[src/common/fpPkg.sv]
package fpPkg;

	// Half precision layout
	localparam int Width = 16;
	localparam int ExpW = 5;
	localparam int ManW = 10;
	localparam int ExpBias = 15;
	localparam int ExpMax = 31;             // All-ones exponent, inf/NaN

	// Working mantissa, carry | hidden | 10 fraction | guard | round | sticky
	localparam int WorkW = 15;
	localparam int ShiftW = 4;              // Shift amounts 0..15

	// Canonical quiet NaN
	localparam logic [Width-1:0] QNan = 16'h7E00;

	// Operation, travels one bit wide
	typedef enum logic
	{
		OpAdd = 1'b0,
		OpSub = 1'b1
	} opE;

	// Operand or result class
	typedef enum logic [1:0]
	{
		ClsZero = 2'd0,
		ClsNorm = 2'd1,                     // Arithmetic path applies
		ClsInf  = 2'd2,
		ClsNan  = 2'd3
	} classE;

endpackage
[src/verilog/fpAddSubTop.sv]
module fpAddSubTop (
	input  logic                       clk,
	input  logic                       rstN,
	input  logic                       inVal,
	input  fpPkg::opE                  op,
	input  logic [fpPkg::Width-1:0]    a,
	input  logic [fpPkg::Width-1:0]    b,
	output logic                       outVal,
	output logic [fpPkg::Width-1:0]    result
);

	// Decode to execute
	logic                        decVal;
	logic                        bigSign;
	logic                        effSub;
	logic [fpPkg::ExpW-1:0]      bigExp;
	logic [fpPkg::ManW:0]        bigMant;
	logic [fpPkg::ManW:0]        smallMant;
	logic [fpPkg::ShiftW-1:0]    expDiff;
	fpPkg::classE                decCls;
	logic                        decSign;

	// Execute to result
	logic                        exeVal;
	logic                        sumSign;
	logic [fpPkg::ExpW-1:0]      sumExp;
	logic [fpPkg::WorkW-1:0]     sumMant;
	fpPkg::classE                exeCls;
	logic                        exeSign;

	fpUnpack uDec (
		.clk       (clk),
		.rstN      (rstN),
		.inVal     (inVal),
		.op        (op),
		.a         (a),
		.b         (b),
		.decVal    (decVal),
		.bigSign   (bigSign),
		.effSub    (effSub),
		.bigExp    (bigExp),
		.bigMant   (bigMant),
		.smallMant (smallMant),
		.expDiff   (expDiff),
		.specCls   (decCls),
		.specSign  (decSign)
	);

	fpMantAdd uExe (
		.clk       (clk),
		.rstN      (rstN),
		.decVal    (decVal),
		.bigSign   (bigSign),
		.effSub    (effSub),
		.bigExp    (bigExp),
		.bigMant   (bigMant),
		.smallMant (smallMant),
		.expDiff   (expDiff),
		.specCls   (decCls),
		.specSign  (decSign),
		.exeVal    (exeVal),
		.sumSign   (sumSign),
		.sumExp    (sumExp),
		.sumMant   (sumMant),
		.specClsQ  (exeCls),
		.specSignQ (exeSign)
	);

	fpRoundPack uRes (
		.clk      (clk),
		.rstN     (rstN),
		.exeVal   (exeVal),
		.sumSign  (sumSign),
		.sumExp   (sumExp),
		.sumMant  (sumMant),
		.specCls  (exeCls),
		.specSign (exeSign),
		.outVal   (outVal),
		.result   (result)
	);

endmodule

[src/verilog/fpUnpack.sv]
module fpUnpack (
	input  logic                          clk,
	input  logic                          rstN,
	input  logic                          inVal,
	input  fpPkg::opE                     op,
	input  logic [fpPkg::Width-1:0]       a,
	input  logic [fpPkg::Width-1:0]       b,
	output logic                          decVal,
	output logic                          bigSign,
	output logic                          effSub,
	output logic [fpPkg::ExpW-1:0]        bigExp,
	output logic [fpPkg::ManW:0]          bigMant,     // Hidden bit included
	output logic [fpPkg::ManW:0]          smallMant,
	output logic [fpPkg::ShiftW-1:0]      expDiff,     // Saturated at 15
	output fpPkg::classE                  specCls,
	output logic                          specSign
);

	logic                          aSign;
	logic                          bSign;             // Op folded in
	fpPkg::classE                  aCls;
	fpPkg::classE                  bCls;
	logic [fpPkg::Width-2:0]       aMag;
	logic [fpPkg::Width-2:0]       bMag;
	logic                          swap;
	logic [fpPkg::ExpW-1:0]        loExp;
	logic [fpPkg::ExpW-1:0]        hiExp;
	logic [fpPkg::ExpW-1:0]        diffFull;
	fpPkg::classE                  specClsC;
	logic                          specSignC;

	function automatic fpPkg::classE classify(input logic [fpPkg::Width-1:0] v);
		logic [fpPkg::ExpW-1:0] e;
		e = v[fpPkg::Width-2 -: fpPkg::ExpW];
		if (e == '0)
			return fpPkg::ClsZero;                  // Subnormals count as zero
		else if (e == fpPkg::ExpW'(fpPkg::ExpMax))
			return (v[fpPkg::ManW-1:0] != '0) ? fpPkg::ClsNan : fpPkg::ClsInf;
		else
			return fpPkg::ClsNorm;
	endfunction

	assign aSign = a[fpPkg::Width-1];
	assign bSign = b[fpPkg::Width-1] ^ (op == fpPkg::OpSub);
	assign aCls = classify(a);
	assign bCls = classify(b);

	// Flushed magnitudes for ordering
	assign aMag = (aCls == fpPkg::ClsZero) ? '0 : a[fpPkg::Width-2:0];
	assign bMag = (bCls == fpPkg::ClsZero) ? '0 : b[fpPkg::Width-2:0];
	assign swap = bMag > aMag;

	assign hiExp = swap ? bMag[fpPkg::Width-2 -: fpPkg::ExpW] : aMag[fpPkg::Width-2 -: fpPkg::ExpW];
	assign loExp = swap ? aMag[fpPkg::Width-2 -: fpPkg::ExpW] : bMag[fpPkg::Width-2 -: fpPkg::ExpW];
	assign diffFull = hiExp - loExp;            // Never negative after ordering

	// Special result of the pair
	always_comb
	begin
		specClsC = fpPkg::ClsNorm;
		specSignC = 1'b0;
		if (aCls == fpPkg::ClsNan || bCls == fpPkg::ClsNan)
			specClsC = fpPkg::ClsNan;
		else if (aCls == fpPkg::ClsInf && bCls == fpPkg::ClsInf && aSign != bSign)
			specClsC = fpPkg::ClsNan;               // Inf minus inf
		else if (aCls == fpPkg::ClsInf || bCls == fpPkg::ClsInf)
		begin
			specClsC = fpPkg::ClsInf;
			specSignC = (aCls == fpPkg::ClsInf) ? aSign : bSign;
		end
		else if (aCls == fpPkg::ClsZero && bCls == fpPkg::ClsZero)
		begin
			specClsC = fpPkg::ClsZero;
			specSignC = aSign & bSign;              // -0 only if both negative
		end
	end

	always_ff @(posedge clk)
	begin
		if (!rstN)
			decVal <= 1'b0;
		else
			decVal <= inVal;
	end

	// Payload, loads with the strobe
	always_ff @(posedge clk)
	begin
		if (inVal)
		begin
			bigSign <= swap ? bSign : aSign;
			effSub <= aSign ^ bSign;
			bigExp <= hiExp;
			bigMant <= (swap ? bMag == '0 : aMag == '0) ? '0 :
				{1'b1, (swap ? bMag[fpPkg::ManW-1:0] : aMag[fpPkg::ManW-1:0])};
			smallMant <= (swap ? aMag == '0 : bMag == '0) ? '0 :
				{1'b1, (swap ? aMag[fpPkg::ManW-1:0] : bMag[fpPkg::ManW-1:0])};
			expDiff <= (diffFull > 5'd15) ? 4'hF : diffFull[fpPkg::ShiftW-1:0];
			specCls <= specClsC;
			specSign <= specSignC;
		end
	end

	// Shift never exceeds the big exponent, ordering held
	expDiffBound: assert property (@(posedge clk) disable iff (!rstN)
		decVal && specCls == fpPkg::ClsNorm |-> 5'(expDiff) <= bigExp);

endmodule

[src/fpNorm/fpRoundPack.sv]
module fpRoundPack (
	input  logic                          clk,
	input  logic                          rstN,
	input  logic                          exeVal,
	input  logic                          sumSign,
	input  logic [fpPkg::ExpW-1:0]        sumExp,
	input  logic [fpPkg::WorkW-1:0]       sumMant,
	input  fpPkg::classE                  specCls,
	input  logic                          specSign,
	output logic                          outVal,
	output logic [fpPkg::Width-1:0]       result
);

	logic [fpPkg::ShiftW-1:0]   lzCount;
	logic [fpPkg::WorkW-1:0]    normMant;
	logic signed [6:0]          expWide;
	logic signed [6:0]          expFinal;
	logic                       guard;
	logic                       roundUp;
	logic [fpPkg::ManW+1:0]     rounded;              // Extra bit catches carry out
	logic [fpPkg::ManW-1:0]     frac;
	logic [fpPkg::Width-1:0]    resultC;

	fpLeadZero uLz (
		.sumMant (sumMant),
		.lzCount (lzCount)
	);

	fpNormalizeShift uNorm (
		.sumMant  (sumMant),
		.lzCount  (lzCount),
		.normMant (normMant)
	);

	// Carry bit position is one above the big exponent
	assign expWide = 7'(sumExp) + 7'd1 - 7'(lzCount);

	// Nearest even, leading 1 at bit 14, lsb at bit 4
	assign guard = normMant[3];
	assign roundUp = guard & (|normMant[2:0] | normMant[4]);
	assign rounded = {1'b0, normMant[fpPkg::WorkW-1:4]} + 12'(roundUp);
	assign frac = rounded[fpPkg::ManW+1] ? rounded[fpPkg::ManW:1] : rounded[fpPkg::ManW-1:0];
	assign expFinal = expWide + 7'(rounded[fpPkg::ManW+1]);    // Renormalize on carry

	always_comb
	begin
		if (sumMant == '0)
			resultC = {sumSign, 15'b0};
		else if (expFinal <= 0)
			resultC = {sumSign, 15'b0};                  // Flush to zero
		else if (expFinal >= fpPkg::ExpMax)
			resultC = {sumSign, 5'h1F, 10'b0};           // Overflow
		else
			resultC = {sumSign, expFinal[fpPkg::ExpW-1:0], frac};

		// Special results win
		case (specCls)
			fpPkg::ClsNan: resultC = fpPkg::QNan;
			fpPkg::ClsInf: resultC = {specSign, 5'h1F, 10'b0};
			fpPkg::ClsZero: resultC = {specSign, 15'b0};
			default: ;
		endcase
	end

	always_ff @(posedge clk)
	begin
		if (!rstN)
		begin
			outVal <= 1'b0;
			result <= '0;
		end
		else
		begin
			outVal <= exeVal;
			if (exeVal)
				result <= resultC;
		end
	end

	// Shifter must bring a nonzero sum to the carry bit
	normLeads: assert property (@(posedge clk) disable iff (!rstN)
		exeVal && sumMant != '0 |-> normMant[fpPkg::WorkW-1]);

	outValKnown: assert property (@(posedge clk) disable iff (!rstN)
		!$isunknown(outVal));

endmodule

[src/fpNorm/fpNormalizeShift.sv]
module fpNormalizeShift (
	input  logic [fpPkg::WorkW-1:0]     sumMant,
	input  logic [fpPkg::ShiftW-1:0]    lzCount,
	output logic [fpPkg::WorkW-1:0]     normMant
);

	logic [fpPkg::WorkW-1:0] lvl2;
	logic [fpPkg::WorkW-1:0] lvl3;

	// Coarse step, 0 | 4 | 8 | 12
	always_comb
	begin
		case (lzCount[3:2])
			2'b00: lvl2 = sumMant;
			2'b01: lvl2 = {sumMant[fpPkg::WorkW-5:0], 4'b0};
			2'b10: lvl2 = {sumMant[fpPkg::WorkW-9:0], 8'b0};
			default: lvl2 = {sumMant[fpPkg::WorkW-13:0], 12'b0};
		endcase
	end

	// Fine step, 0 | 1 | 2 | 3
	always_comb
	begin
		case (lzCount[1:0])
			2'b00: lvl3 = lvl2;
			2'b01: lvl3 = {lvl2[fpPkg::WorkW-2:0], 1'b0};
			2'b10: lvl3 = {lvl2[fpPkg::WorkW-3:0], 2'b0};
			default: lvl3 = {lvl2[fpPkg::WorkW-4:0], 3'b0};
		endcase
	end

	// Keep the sticky alive in the low bit
	assign normMant = {lvl3[fpPkg::WorkW-1:1], lvl3[0] | sumMant[0]};

endmodule

[src/fpNorm/fpLeadZero.sv]
module fpLeadZero (
	input  logic [fpPkg::WorkW-1:0]     sumMant,
	output logic [fpPkg::ShiftW-1:0]    lzCount
);

	// Scan upwards, highest set bit wins
	always_comb
	begin
		lzCount = 4'd15;                            // All-zero mantissa
		for (int i = 0; i < fpPkg::WorkW; i++)
		begin
			if (sumMant[i])
				lzCount = fpPkg::ShiftW'(fpPkg::WorkW - 1 - i);
		end
	end

endmodule

[src/fpAdd/fpMantAdd.sv]
module fpMantAdd (
	input  logic                          clk,
	input  logic                          rstN,
	input  logic                          decVal,
	input  logic                          bigSign,
	input  logic                          effSub,
	input  logic [fpPkg::ExpW-1:0]        bigExp,
	input  logic [fpPkg::ManW:0]          bigMant,
	input  logic [fpPkg::ManW:0]          smallMant,
	input  logic [fpPkg::ShiftW-1:0]      expDiff,
	input  fpPkg::classE                  specCls,
	input  logic                          specSign,
	output logic                          exeVal,
	output logic                          sumSign,
	output logic [fpPkg::ExpW-1:0]        sumExp,
	output logic [fpPkg::WorkW-1:0]       sumMant,
	output fpPkg::classE                  specClsQ,
	output logic                          specSignQ
);

	logic [fpPkg::WorkW-1:0] alignMant;
	logic [fpPkg::WorkW-1:0] bigWork;
	logic [fpPkg::WorkW-1:0] sumC;

	fpAlignShift uAlign (
		.smallMant (smallMant),
		.expDiff   (expDiff),
		.alignMant (alignMant)
	);

	assign bigWork = {1'b0, bigMant, 3'b000};
	// Big magnitude leads, difference stays positive
	assign sumC = effSub ? bigWork - alignMant : bigWork + alignMant;

	always_ff @(posedge clk)
	begin
		if (!rstN)
			exeVal <= 1'b0;
		else
			exeVal <= decVal;
	end

	always_ff @(posedge clk)
	begin
		if (decVal)
		begin
			sumSign <= (effSub && sumC == '0) ? 1'b0 : bigSign;    // Exact cancel gives +0
			sumExp <= bigExp;
			sumMant <= sumC;
			specClsQ <= specCls;
			specSignQ <= specSign;
		end
	end

endmodule

[src/fpAdd/fpAlignShift.sv]
module fpAlignShift (
	input  logic [fpPkg::ManW:0]        smallMant,
	input  logic [fpPkg::ShiftW-1:0]    expDiff,
	output logic [fpPkg::WorkW-1:0]     alignMant
);

	logic [fpPkg::WorkW-1:0] placed;
	logic [fpPkg::WorkW-1:0] shifted;
	logic [fpPkg::WorkW-1:0] lostMask;
	logic                    sticky;

	// Carry bit clear, GRS zero before shifting
	assign placed = {1'b0, smallMant, 3'b000};
	assign shifted = placed >> expDiff;

	// Bits that fall off the bottom
	assign lostMask = (15'd1 << expDiff) - 15'd1;    // All ones at 15
	assign sticky = |(placed & lostMask);

	assign alignMant = {shifted[fpPkg::WorkW-1:1], shifted[0] | sticky};

endmodule

[config.mk]
export PLATFORM = sky130hd
export DESIGN_NAME = fpAddSubTop
export DESIGN_NICKNAME = d
export VERILOG_FILES = /design/src/common/fpPkg.sv /design/src/verilog/fpAddSubTop.sv /design/src/verilog/fpUnpack.sv /design/src/fpNorm/fpRoundPack.sv /design/src/fpNorm/fpNormalizeShift.sv /design/src/fpNorm/fpLeadZero.sv /design/src/fpAdd/fpMantAdd.sv /design/src/fpAdd/fpAlignShift.sv
export SDC_FILE = /design/constraint.sdc
export NUM_CORES = 1
export LEC_CHECK = 0
export ABC_CLOCK_PERIOD_IN_PS = 14300
export BUFFER_PORTS_ARGS = -buffer_cell sky130_fd_sc_hd__buf_2
export CAP_MARGIN = 0
export CORE_MARGIN = 4
export CORE_UTILIZATION = 60
export CTS_BUF_LIST = sky130_fd_sc_hd__clkbuf_16
export CTS_CLUSTER_SIZE = 28
export DETAILED_ROUTE_END_ITERATION = 8
export GPL_TIMING_DRIVEN = 0
export PLACE_DENSITY = 0.84
export SLEW_MARGIN = 20
export SYNTH_ARGS = -nofsm -noshare
export SYNTH_HDL_FRONTEND = slang
export SYNTH_SLANG_ARGS = --single-unit
export TNS_END_PERCENT = 10
[constraint.sdc]
create_clock -name clk -period 14.3 [get_ports clk]
set_clock_uncertainty 0.05 [all_clocks]
set_input_delay 2.86 -clock clk [delete_from_list [all_inputs] [get_ports clk]]
set_output_delay 2.86 -clock clk [all_outputs]
set_load 0.01 [all_outputs]
==> impl_metrics.env, run 1 <==
export IMPL_outcome="complete, no violations"
export IMPL_crit_required_ns=14.33
export IMPL_start_kind="input pin"
export IMPL_yosysWarnings=0
export IMPL_worst_path_max_delay_cell="o211ai_1"
export IMPL_tightest_slew_ns=1.05
export IMPL_hp_class="flop to flop"
export IMPL_power_switching_uw=414
export IMPL_synth_compound_area_frac=0.247
export IMPL_n_antenna_cell=0
export IMPL_fin_crit_ns=7.24
export IMPL_die_area_um2=13600
export IMPL_syn_inst=860
export IMPL_drt_iter0_markers=582
export IMPL_io_pins=53
export IMPL_synth_edff_count=60
export IMPL_synth_largest_area_cell="edfxtp_1"
export IMPL_setup_tns_final_ns=0
export IMPL_ant_nets=0
export IMPL_post_cts_buffers=0
export IMPL_multi_input_area_um2=4510
export IMPL_cp_depth=20
export IMPL_rsz0062_at_grt="no"
export IMPL_place_inst=1055
export IMPL_grt_pass1_vias=6196
export IMPL_crit_chain="buf_2, nor3_1, nand2_1, clkbuf_1, and2_1, ha_1, a211o_1, a21oi_1, a221o_1, o211ai_1, and2_1, clkbuf_1, clkbuf_1, a22oi_1, ha_1, inv_1, a31oi_1, a211oi_1, xor2_1, o21ai_0"
export IMPL_slew_viol_final=0
export IMPL_place_congestion=0.947
export IMPL_fin_nets=1013
export IMPL_area_delta_synth_final_pct=10.4
export IMPL_syn_nets=950
export IMPL_switching_share=0.405
export IMPL_max_freq_ghz=0.138
export IMPL_slew_headroom=0.298
export IMPL_power_frac_seq=0.306
export IMPL_path_max_fanout=10
export IMPL_max_cap_violations=0
export IMPL_ys_seq_elements=79
export IMPL_vias=6706
export IMPL_viasPerCell=6.26
export IMPL_powerDensity_nw_per_um2=131
export IMPL_routedWlPerCell_um=16.6
export IMPL_path_delay_family="compound AO/OA/AOI/OAI gates"
export IMPL_syn_cell_area_um2=7090
export IMPL_synth_top_family_by_area="compound AO/OA/AOI/OAI gates"
export IMPL_rows=39
export IMPL_period_share=0.506
export IMPL_synthFlopType="edfxtp_1"
export IMPL_reg2regPathDepth=19
export IMPL_drc=0
export IMPL_synth_xor_area_frac=0.0284
export IMPL_h_tree_depth=3
export IMPL_fp_coreArea_um2=11500
export IMPL_initial_core_util=0.616
export IMPL_path_class="input pin to flop"
export IMPL_ff_latch_area_um2=2180
export IMPL_worstHoldPathCells=0
export IMPL_post_cts_resized=0
export IMPL_p_comb_frac=0.469
export IMPL_synth_mux_area_frac=0.0444
export IMPL_synth_cell_types=80
export IMPL_grt_pass1_wl_um=29400
export IMPL_pwr_share_clk=0.225
export IMPL_hpwl_um=13800
export IMPL_r2r_slack_ns=7.71
export IMPL_internal_power_uw=608
export IMPL_cts_root_buf="clkbuf_16"
export IMPL_final_util=0.680
export IMPL_critPathBufInv=5
export IMPL_port_buffers=52
export IMPL_antenna_found_initial=0
export IMPL_clockBufferDepth=2
export IMPL_yosys_area_share_simple=0.218
export IMPL_ys_seq_area_frac=0.308
export IMPL_cts_tree="yes"
export IMPL_setup_viol=0
export IMPL_drive_gt1_frac=0.102
export IMPL_arrival_ns=7.27
export IMPL_synthAdderAreaFrac=0.0974
export IMPL_cts_sinks=79
export IMPL_grt_overflow_total=0
export IMPL_fp_dieW_um=117
export IMPL_vdd_drop_max_mv=0.0658
export IMPL_endpoint_kind="flop"
export IMPL_first_pass_iters=6
export IMPL_slowest_delay_ns=0.47
export IMPL_wl_um=17700
export IMPL_clkTransAtPathRegs_ns=0.06
export IMPL_final_instance_count_excl_fill=1071
export IMPL_grt_start_max_net_pins=38
export IMPL_power_mw=1.02
export IMPL_p_leak_nw=3.22
export IMPL_fillerInstances=981
export IMPL_final_hold_violation_count=0
export IMPL_crit_top_cell="clkbuf_1"
export IMPL_track_usage=0.270
export IMPL_syn_area_per_cell_um2=8.25
export IMPL_synth_top_cells_by_area="edfxtp_1, ha_1, nand2_1"
export IMPL_ctsHoldBuffers=0
export IMPL_synth_top_cell_area_share=0.254
export IMPL_synth_async_reset_ratio=0
export IMPL_clk_insertion_delay_late_ns=0.35
export IMPL_holdWs_ns=0.368
export IMPL_cts_buffers=9
export IMPL_fp_dieH_um=117
[cell usage after synthesis, types with 4 or more instances]
| library cell | count |
|---|---|
| nand2_1 | 106 |
| nor2_1 | 53 |
| a2111oi_0 | 4 |
| and3_1 | 4 |
| xor2_1 | 11 |
| edfxtp_1 | 60 |
| o31a_1 | 9 |
| o211ai_1 | 6 |
| nor2b_1 | 13 |
| nand2b_1 | 17 |
| or2_2 | 4 |
| ha_1 | 52 |
| a221oi_1 | 4 |
| mux2i_1 | 18 |
| a31oi_1 | 12 |
| clkbuf_1 | 41 |
| a21oi_1 | 53 |
| nand3_1 | 22 |
| and2_1 | 22 |
| nand4_1 | 7 |
| a211o_1 | 5 |
| nand3b_1 | 5 |
| a22oi_1 | 7 |
| mux2_2 | 6 |
| o21ai_0 | 76 |
| xnor2_1 | 12 |
| a211oi_1 | 11 |
| inv_1 | 53 |
| a21o_1 | 12 |
| o21a_1 | 8 |
| o22ai_1 | 4 |
| nor4_1 | 10 |
| buf_2 | 6 |
| nor3_1 | 21 |
| or4_1 | 10 |
| o21bai_1 | 6 |
| dfxtp_1 | 19 |
[cell families (layout without fill, tap and decap cells)]
| kind of cell | Yosys count | count (layout) |
|---|---|---|
| xor gates and xnor gates | 23 | 23 |
| muxes | 27 | 27 |
| adders and majority gates | 54 | 54 |
| AOI/OAI and AO/OA | 263 | 263 |
| DFF | 79 | 79 |
| and+or+nand+nor | 310 | 310 |
| buffers and inverters | 104 | 172 |
[power groups by stage]
stage	registers, mW	logic (mW)	clock network (mW)
3_5_place_dp	0.317	0.468	0
2_1_floorplan	0.307	0.366	0
6_report	0.312	0.480	0.230
4_1_cts	0.312	0.472	0.232
3_3_place_gp	0.316	0.456	0
5_1_grt	0.316	0.538	0.242
[worst register-to-register path: cells and delay by family, from the launching register on]
family	cells	cell delay, ns
adder cells (fa/ha/maj)	1	0.22
flip-flops	1	0.52
AO/OA/AOI/OAI	10	2.87
AND/OR/NAND/NOR	7	2.68
multiplexers	1	0.20
[layout make-up]
cell class                      count  area share
Timing Repair Buffer               52      0.0332
Multi-Input combinational cell    677       0.576
Tap cell                          143      0.0229
Sequential cell                    79       0.279
Clock inverter                      7     0.00911
Inverter                           54      0.0259
Clock buffer                        9      0.0288
Buffer                             50      0.0259
[placed cells by master (no fill, tap or decap), types with 41 or more instances in the layout]
cell      count
inv_1        54
edfxtp_1     60
nor2_1       53
a21oi_1      53
o21ai_0      76
buf_2        58
clkbuf_1     41
ha_1         52
nand2_1     106
[worst paths after layout]
check / start / end
max: b[11] / uDec.expDiff[3]
min: uDec.bigExp[3] / uExe.sumExp[3]
max reg2reg: uExe.sumMant[10] / uRes.result[8]
min reg2reg: uDec.bigExp[3] / uExe.sumExp[3]
[through the flow]
stage / cell area [um^2] / setup slack, ns
after CTS: 7830 / 7.12
after global placement: 7530 / 6.78
after floorplan: 7090 / 7.79
after detailed placement: 7530 / 6.78
final: 7830 / 7.06
after global routing: 7830 / 6.62
[registers in the layout, summed over array words and instances (netlist names), 2 cells and up]
signal          count
uDec.specCls        2
uRes.result        16
uDec.expDiff        4
uExe.sumExp         5
uDec.bigExp         5
uDec.smallMant     11
uExe.sumMant       15
uDec.bigMant       11
uExe.specClsQ       2
[metal layers]
metal / track usage / up-vias / part of all wire
met5: 0 / - / 0
met4: 0.103 / 0 / 0.023
met3: 0.0415 / 33 / 0.054
met2: 0.454 / 249 / 0.49
met1: 0.351 / 3123 / 0.44
li1: - / 3301 / -
No activity file was read; power rests on OpenSTA's default activity.
==> inputs of run 2 (changes only) <==
Settings changed: ABC_AREA set to 1, ABC_CLOCK_PERIOD_IN_PS 14300 to 6000, CORE_UTILIZATION 60 to 56, PLACE_DENSITY 0.84 to 0.82.
Clock period 14.3 ns to 6 ns, I/O delays scaled along.
==> run 2 against run 1 <==
Flip-flop and latch count did not move. Clock power rose by 130%. Via count fell by 4.0%. Non-clock buffer count fell by 18. Design area fell by 2.6%. Worst hold slack improved by 0.0018 ns. Critical endpoint is now uRes.result[2]. Largest power group unchanged.
==> impl_metrics.env, run 2 <==
export IMPL_routedWlPerCell_um=13.7
export IMPL_fin_area_um2=7630
export IMPL_clkTransAtPathRegs_ns=0.07
export IMPL_period_share=0.823
export IMPL_worstReg2RegStart="uExe.sumMant[11]"
export IMPL_max_cap_violations=0
export IMPL_syn_cell_area_um2=6890
export IMPL_r2r_slack_ns=1.06
export IMPL_p_comb_frac=0.447
export IMPL_final_util=0.635
export IMPL_drt_iter0_markers=540
export IMPL_synthFlopType="edfxtp_1"
export IMPL_hp_class="flop to flop"
export IMPL_synth_async_reset_ratio=0
export IMPL_setup_tns_final_ns=0
export IMPL_outcome="complete, no violations"
export IMPL_viasPerCell=5.49
export IMPL_power_switching_uw=960
export IMPL_fillerInstances=1080
export IMPL_hpwl_um=12900
export IMPL_track_usage=0.228
export IMPL_clk_insertion_delay_late_ns=0.34
export IMPL_port_buffers=51
export IMPL_post_cts_buffers=0
export IMPL_power_mw=2.29
export IMPL_final_common_cell="nand2_1"
export IMPL_worst_path_max_delay_cell="edfxtp_1"
export IMPL_powerDensity_nw_per_um2=300
export IMPL_ant_nets=0
export IMPL_path_class="flop to flop"
export IMPL_initial_core_util=0.574
export IMPL_syn_nets=1048
export IMPL_largest_reg_flops=16
export IMPL_yosysMostFrequentCell="nand2_1"
export IMPL_fin_nets=1110
export IMPL_grt_pass1_wl_um=27000
export IMPL_start_kind="flop"
export IMPL_endpoint_kind="flop"
export IMPL_multi_input_area_um2=3990
export IMPL_crit_top_cell="nand2_1"
export IMPL_grt_pass1_vias=6001
export IMPL_antenna_found_initial=0
export IMPL_fin_crit_ns=4.94
export IMPL_grt_overflow_total=0
export IMPL_max_freq_ghz=0.203
export IMPL_switching_share=0.419
export IMPL_pwr_share_clk=0.234
export IMPL_yosysWarnings=0
export IMPL_fp_dieH_um=119
export IMPL_reg_top3="uRes.result (16), uExe.sumMant (15)"
export IMPL_crit_required_ns=6.22
export IMPL_drive_gt1_frac=0.131
export IMPL_timing_rr_end="uRes.result[2]"
export IMPL_die_area_um2=14100
export IMPL_path_max_fanout=8
export IMPL_fp_coreArea_um2=12000
export IMPL_syn_area_per_cell_um2=7.19
export IMPL_grt_start_max_net_pins=38
export IMPL_arrival_ns=5.16
export IMPL_synth_largest_area_cell="edfxtp_1"
export IMPL_cts_tree="yes"
export IMPL_cts_sinks=79
export IMPL_drc=0
export IMPL_most_common_layout_cells="nand2_1, inv_1, o21ai_0, nor2_1, edfxtp_1"
export IMPL_synth_top_cell_area_share=0.262
export IMPL_reg2regPathDepth=30
export IMPL_vias=6435
export IMPL_io_pins=53
export IMPL_wl_um=16000
export IMPL_synthTopCellsByCount="nand2_1, inv_1, o21ai_0, nor2_1, edfxtp_1"
export IMPL_ys_seq_area_frac=0.317
export IMPL_h_tree_depth=3
export IMPL_p_leak_nw=3.59
export IMPL_final_hold_violation_count=0
export IMPL_synth_top_cells_by_area="edfxtp_1, nand2_1, ha_1"
export IMPL_n_antenna_cell=0
export IMPL_hp_start="uDec.specCls[1]"
export IMPL_rsz0062_at_grt="no"
export IMPL_min_to="uExe.specClsQ[1]"
export IMPL_slew_headroom=0.487
export IMPL_dpl_cell_area_um2=7330
export IMPL_fp_dieW_um=119
export IMPL_internal_power_mw=1.33
export IMPL_place_congestion=0.956
export IMPL_vdd_drop_max_mv=0.133
export IMPL_slew_viol_final=0
export IMPL_cts_buffers=9
export IMPL_area_delta_synth_final_pct=10.7
export IMPL_syn_inst=958
export IMPL_setup_viol=0
export IMPL_rows=40
export IMPL_synth_edff_count=60
export IMPL_worstHoldPathCells=0
export IMPL_slowest_delay_ns=0.47
export IMPL_cts_root_buf="clkbuf_16"
export IMPL_first_pass_iters=7
export IMPL_ctsHoldBuffers=0
export IMPL_clockBufferDepth=2
export IMPL_power_frac_seq=0.319
export IMPL_post_cts_resized=0
export IMPL_tightest_slew_ns=0.769
export IMPL_ff_latch_area_um2=2180
export IMPL_ys_seq_elements=79
export IMPL_synth_cell_types=54
export IMPL_regMostFlops="uRes.result"
-- run 2: cell count changes after synthesis, moves of 15 or more --
cell,change
clkbuf_1,-24
and2_1,-19
o21ai_1,+15
nand2b_1,-17
nand4_1,+16
mux2i_1,-18
nor2_1,+20
nand3_1,+25
nand2_1,+127
inv_1,+76
-- run 2: how the worst max path moves through the flow --
stage	startpoint	to	slack, ns	cells after the start
6_report	uExe.sumMant[11]	uRes.result[2]	1.06	30
4_1_cts	uExe.sumMant[11]	uRes.result[2]	1.13	30
2_1_floorplan	b[13]	uDec.expDiff[0]	1.73	23
5_1_grt	uExe.sumMant[1]	uRes.result[0]	0.51	30
3_5_place_dp	a[10]	uDec.expDiff[1]	0.97	23
3_3_place_gp	b[14]	uDec.expDiff[1]	1.07	24
-- run 2: area by class of cell --
cell class              instances  area share
well taps                     147      0.0241
clock buffers                   9      0.0295
repair buffers                 51      0.0335
inverters                     141      0.0710
flip-flops and latches         79       0.286
plain buffers                  33      0.0225
clock inverters                 7     0.00935
multi-input cells             705       0.524
-- run 2: routing by layer --
layer / track usage / vias up / wire [um]
li1: - / 3304 / -
met1: 0.290 / 2889 / 7090
met2: 0.403 / 213 / 7890
met3: 0.0323 / 29 / 716
met4: 0.0688 / 0 / 347
met5: 0 / - / 0
-- run 2: per-stage QoR --
step / hold slack [ns] / setup WS, ns / cells
6_report: 0.370 / 1.06 / 1172
5_1_grt: 0.379 / 0.513 / 1172
4_1_cts: 0.371 / 1.13 / 1172
3_5_place_dp: 0.355 / 0.970 / 1156
3_3_place_gp: 0.354 / 1.07 / 1156
2_1_floorplan: 0.350 / 1.73 / 958
-- run 2: logic make-up (layout without fill, tap and decap cells) --
family | count (synthesis) | after routing | share of synthesized area
adders and majority gates | 54 | 54 | 0.100
AOI/OAI and AO/OA | 182 | 182 | 0.147
buffers and inverters | 174 | 241 | 0.104
and+or+nand+nor | 444 | 444 | 0.300
DFF | 79 | 79 | 0.317
xor gates and xnor gates | 25 | 25 | 0.0329
-- run 2: worst max-delay path: cells and delay by family (launching register included) --
kind                       cells  cell delay [ns]
adders and majority gates      2             0.63
AOI/OAI and AO/OA              3             0.37
and+or+nand+nor               20             2.77
DFF                            1             0.47
xor gates and xnor gates       2             0.33
buffers and inverters          3             0.24
-- run 2: power by group through the flow --
stage                     Combinational, mW  Clock [mW]  Sequential (mW)
after floorplan                       0.782           0            0.725
after global placement                0.977           0            0.740
after detailed placement              0.994           0            0.741
after CTS                              1.01       0.542            0.730
after global routing                   1.16       0.566            0.737
final                                  1.02       0.536            0.730
==> inputs of run 3 (changes only) <==
Settings changed: ABC_AREA 1 to 0, ABC_CLOCK_PERIOD_IN_PS 6000 to 4100.
Clock period 6 ns to 4.1 ns, I/O delays scaled along.
==> run 3 against run 2 <==
The run now ends with setup timing left. Final cell count is 0.43% lower. Global-route usage is 3.3 points higher. Critical path depth is 8 lower. Routed wire length is 42% higher. Clock power is 49% higher. Total power is 85% higher. Largest power group unchanged. Fmax is 6.6% lower. Via count is 17% higher. Sequential share of layout area is 4.4 points lower.
==> impl_metrics.env, run 3 (synthesis results as in run 1) <==
export IMPL_outcome="finished, violations left"
export IMPL_violations="setup timing"
export IMPL_viasPerCell=6.44
export IMPL_final_instance_count_excl_fill=1167
export IMPL_p_leak_nw=3.76
export IMPL_fp_coreArea_um2=12200
export IMPL_grt_pass1_vias=6538
export IMPL_period_share=1.29
export IMPL_rows=40
export IMPL_largest_reg_flops=16
export IMPL_switching_share=0.417
export IMPL_slew_headroom=0.288
export IMPL_hp_class="flop to flop"
export IMPL_arrival_ns=5.47
export IMPL_fillerInstances=898
export IMPL_place_inst=1080
export IMPL_slew_viol_final=0
export IMPL_max_cap_violations=0
export IMPL_regMostFlops="uRes.result"
export IMPL_clockBufferDepth=2
export IMPL_cts_root_buf="clkbuf_16"
export IMPL_hp_start="uDec.bigExp[2]"
export IMPL_most_common_layout_cells="nand2_1, buf_4, o21ai_0, edfxtp_1, buf_2"
export IMPL_drc=0
export IMPL_fin_nets=1084
export IMPL_drive_gt1_frac=0.255
export IMPL_tightest_slew_ns=1.07
export IMPL_final_common_cell="nand2_1"
export IMPL_cts_sinks=79
export IMPL_final_hold_violation_count=0
export IMPL_h_tree_depth=3
export IMPL_final_util=0.738
export IMPL_area_delta_synth_final_pct=27.1
export IMPL_pwr_share_clk=0.189
export IMPL_path_class="flop to flop"
export IMPL_power_switching_mw=1.76
export IMPL_crit_required_ns=4.28
export IMPL_vdd_drop_max_mv=0.213
export IMPL_worstReg2RegStart="uExe.sumMant[10]"
export IMPL_fin_crit_ns=5.28
export IMPL_port_buffers=52
export IMPL_track_usage=0.261
export IMPL_vias=7519
export IMPL_rsz0062_at_grt="yes"
export IMPL_place_congestion=0.920
export IMPL_fin_ws_ns=-1.18
export IMPL_endpoint_kind="flop"
export IMPL_first_pass_iters=6
export IMPL_hpwl_um=13700
export IMPL_grt_pass1_wl_um=31000
export IMPL_internal_power_mw=2.47
export IMPL_clk_insertion_delay_late_ns=0.34
export IMPL_ctsHoldBuffers=0
export IMPL_die_area_um2=14500
export IMPL_grt_overflow_total=0
export IMPL_clkTransAtPathRegs_ns=0.07
export IMPL_crit_chain="buf_6, nor2b_4, o31a_1, a21oi_4, mux2i_1, a22o_1, nand4bb_1, buf_6, nor4_4, nand2b_4, nand2_4, ha_4, fa_2, buf_4, xor2_1, or3_1, nor3_2, nor2b_1, nor4bb_4, buf_4, and3b_1, o31a_1"
export IMPL_worst_path_max_delay_cell="edfxtp_1"
export IMPL_setup_viol=20
export IMPL_power_frac_seq=0.256
export IMPL_p_comb_frac=0.554
export IMPL_initial_core_util=0.581
export IMPL_ant_nets=0
export IMPL_wl_um=22800
export IMPL_antenna_found_initial=0
export IMPL_slowest_delay_ns=0.53
export IMPL_path_max_fanout=7
export IMPL_powerDensity_nw_per_um2=469
export IMPL_cts_buffers=9
export IMPL_grt_start_max_net_pins=38
export IMPL_fp_dieW_um=121
export IMPL_io_pins=53
export IMPL_cts_tree="yes"
export IMPL_crit_path_start="uExe.sumMant[10]"
export IMPL_reg_top3="uRes.result (16), uExe.sumMant (15)"
export IMPL_start_kind="flop"
export IMPL_holdWs_ns=0.368
export IMPL_drt_iter0_markers=966
export IMPL_routedWlPerCell_um=19.5
export IMPL_max_freq_ghz=0.189
export IMPL_n_antenna_cell=0
export IMPL_power_mw=4.23
export IMPL_fp_dieH_um=121
==> run 3: changes by cell type in the layout (fill, tap and decap cells not counted), sizes merged, moves of 22 or more <==
| cell | before | now |
|---|---|---|
| buf | 67 | 143 |
| inv | 145 | 55 |
| nand2 | 240 | 106 |
| nand3 | 53 | 22 |
| nand4 | 29 | 7 |
| nor2 | 85 | 53 |
==> run 3: timing repair <==
| action | CTS | global route |
|---|---|---|
| resized for setup | 67 | 59 |
| pin swaps | 35 | 30 |
| cloned | 0 | 1 |
| setup endpoints to repair | 26 | 24 |
| buffers inserted | 45 | 32 |
| hold endpoints to repair | 0 | 0 |
==> run 3: layout make-up <==
type / count / area, um^2 / area share
Timing Repair Buffer: 130 / 878 / 0.0974
Clock inverter: 7 / 70.1 / 0.00777
Inverter: 54 / 203 / 0.0225
Sequential cell: 79 / 2180 / 0.242
Multi-Input combinational cell: 677 / 4970 / 0.552
Clock buffer: 9 / 225 / 0.0250
Tap cell: 168 / 210 / 0.0233
Buffer: 43 / 273 / 0.0303
==> run 3: power by group through the flow <==
stage | logic, mW | registers (mW) | clock network [mW]
2_1_floorplan | 1.33 | 1.07 | 0
3_3_place_gp | 1.65 | 1.10 | 0
3_5_place_dp | 1.68 | 1.10 | 0
4_1_cts | 1.95 | 1.08 | 0.801
5_1_grt | 2.51 | 1.09 | 0.840
6_report | 2.34 | 1.08 | 0.800
==> run 3: worst max-delay path, delay by kind of cell, from the launching register on <==
| family | cells | cell delay, ns |
|---|---|---|
| buf+inv | 4 | 0.61 |
| compound gates | 4 | 1.28 |
| fa+ha+maj | 2 | 0.52 |
| xor+xnor | 1 | 0.15 |
| simple gates | 10 | 1.66 |
| flops | 1 | 0.53 |
| mux | 1 | 0.35 |
==> run 3: metrics by stage <==
stage | TNS, ns | setup slack (ns) | area (um^2)
after global routing | -22.15 | -1.39 | 9010
after CTS | -12.43 | -0.874 | 8550
final | -17.81 | -1.18 | 9010
after detailed placement | -31.64 | -1.47 | 7660
after global placement | -32.24 | -1.43 | 7660
after floorplan | -9.66 | -0.675 | 7190
==> run 3: path summary, 6_finish.rpt <==
kind         cells past startpoint  slack (ns)        endpoint
max                             22       -1.18  uRes.result[3]
min                              0        0.37  uExe.sumExp[2]
max reg2reg                     22       -1.18  uRes.result[3]
min reg2reg                      0        0.37  uExe.sumExp[2]
==> run 3: metal layers <==
layer,wire (um),GRT usage,vias to the layer above
li1,-,-,3456
met2,10800,0.448,421
met1,9090,0.333,3504
met4,1230,0.103,0
met3,1690,0.0355,138
met5,0,0,-
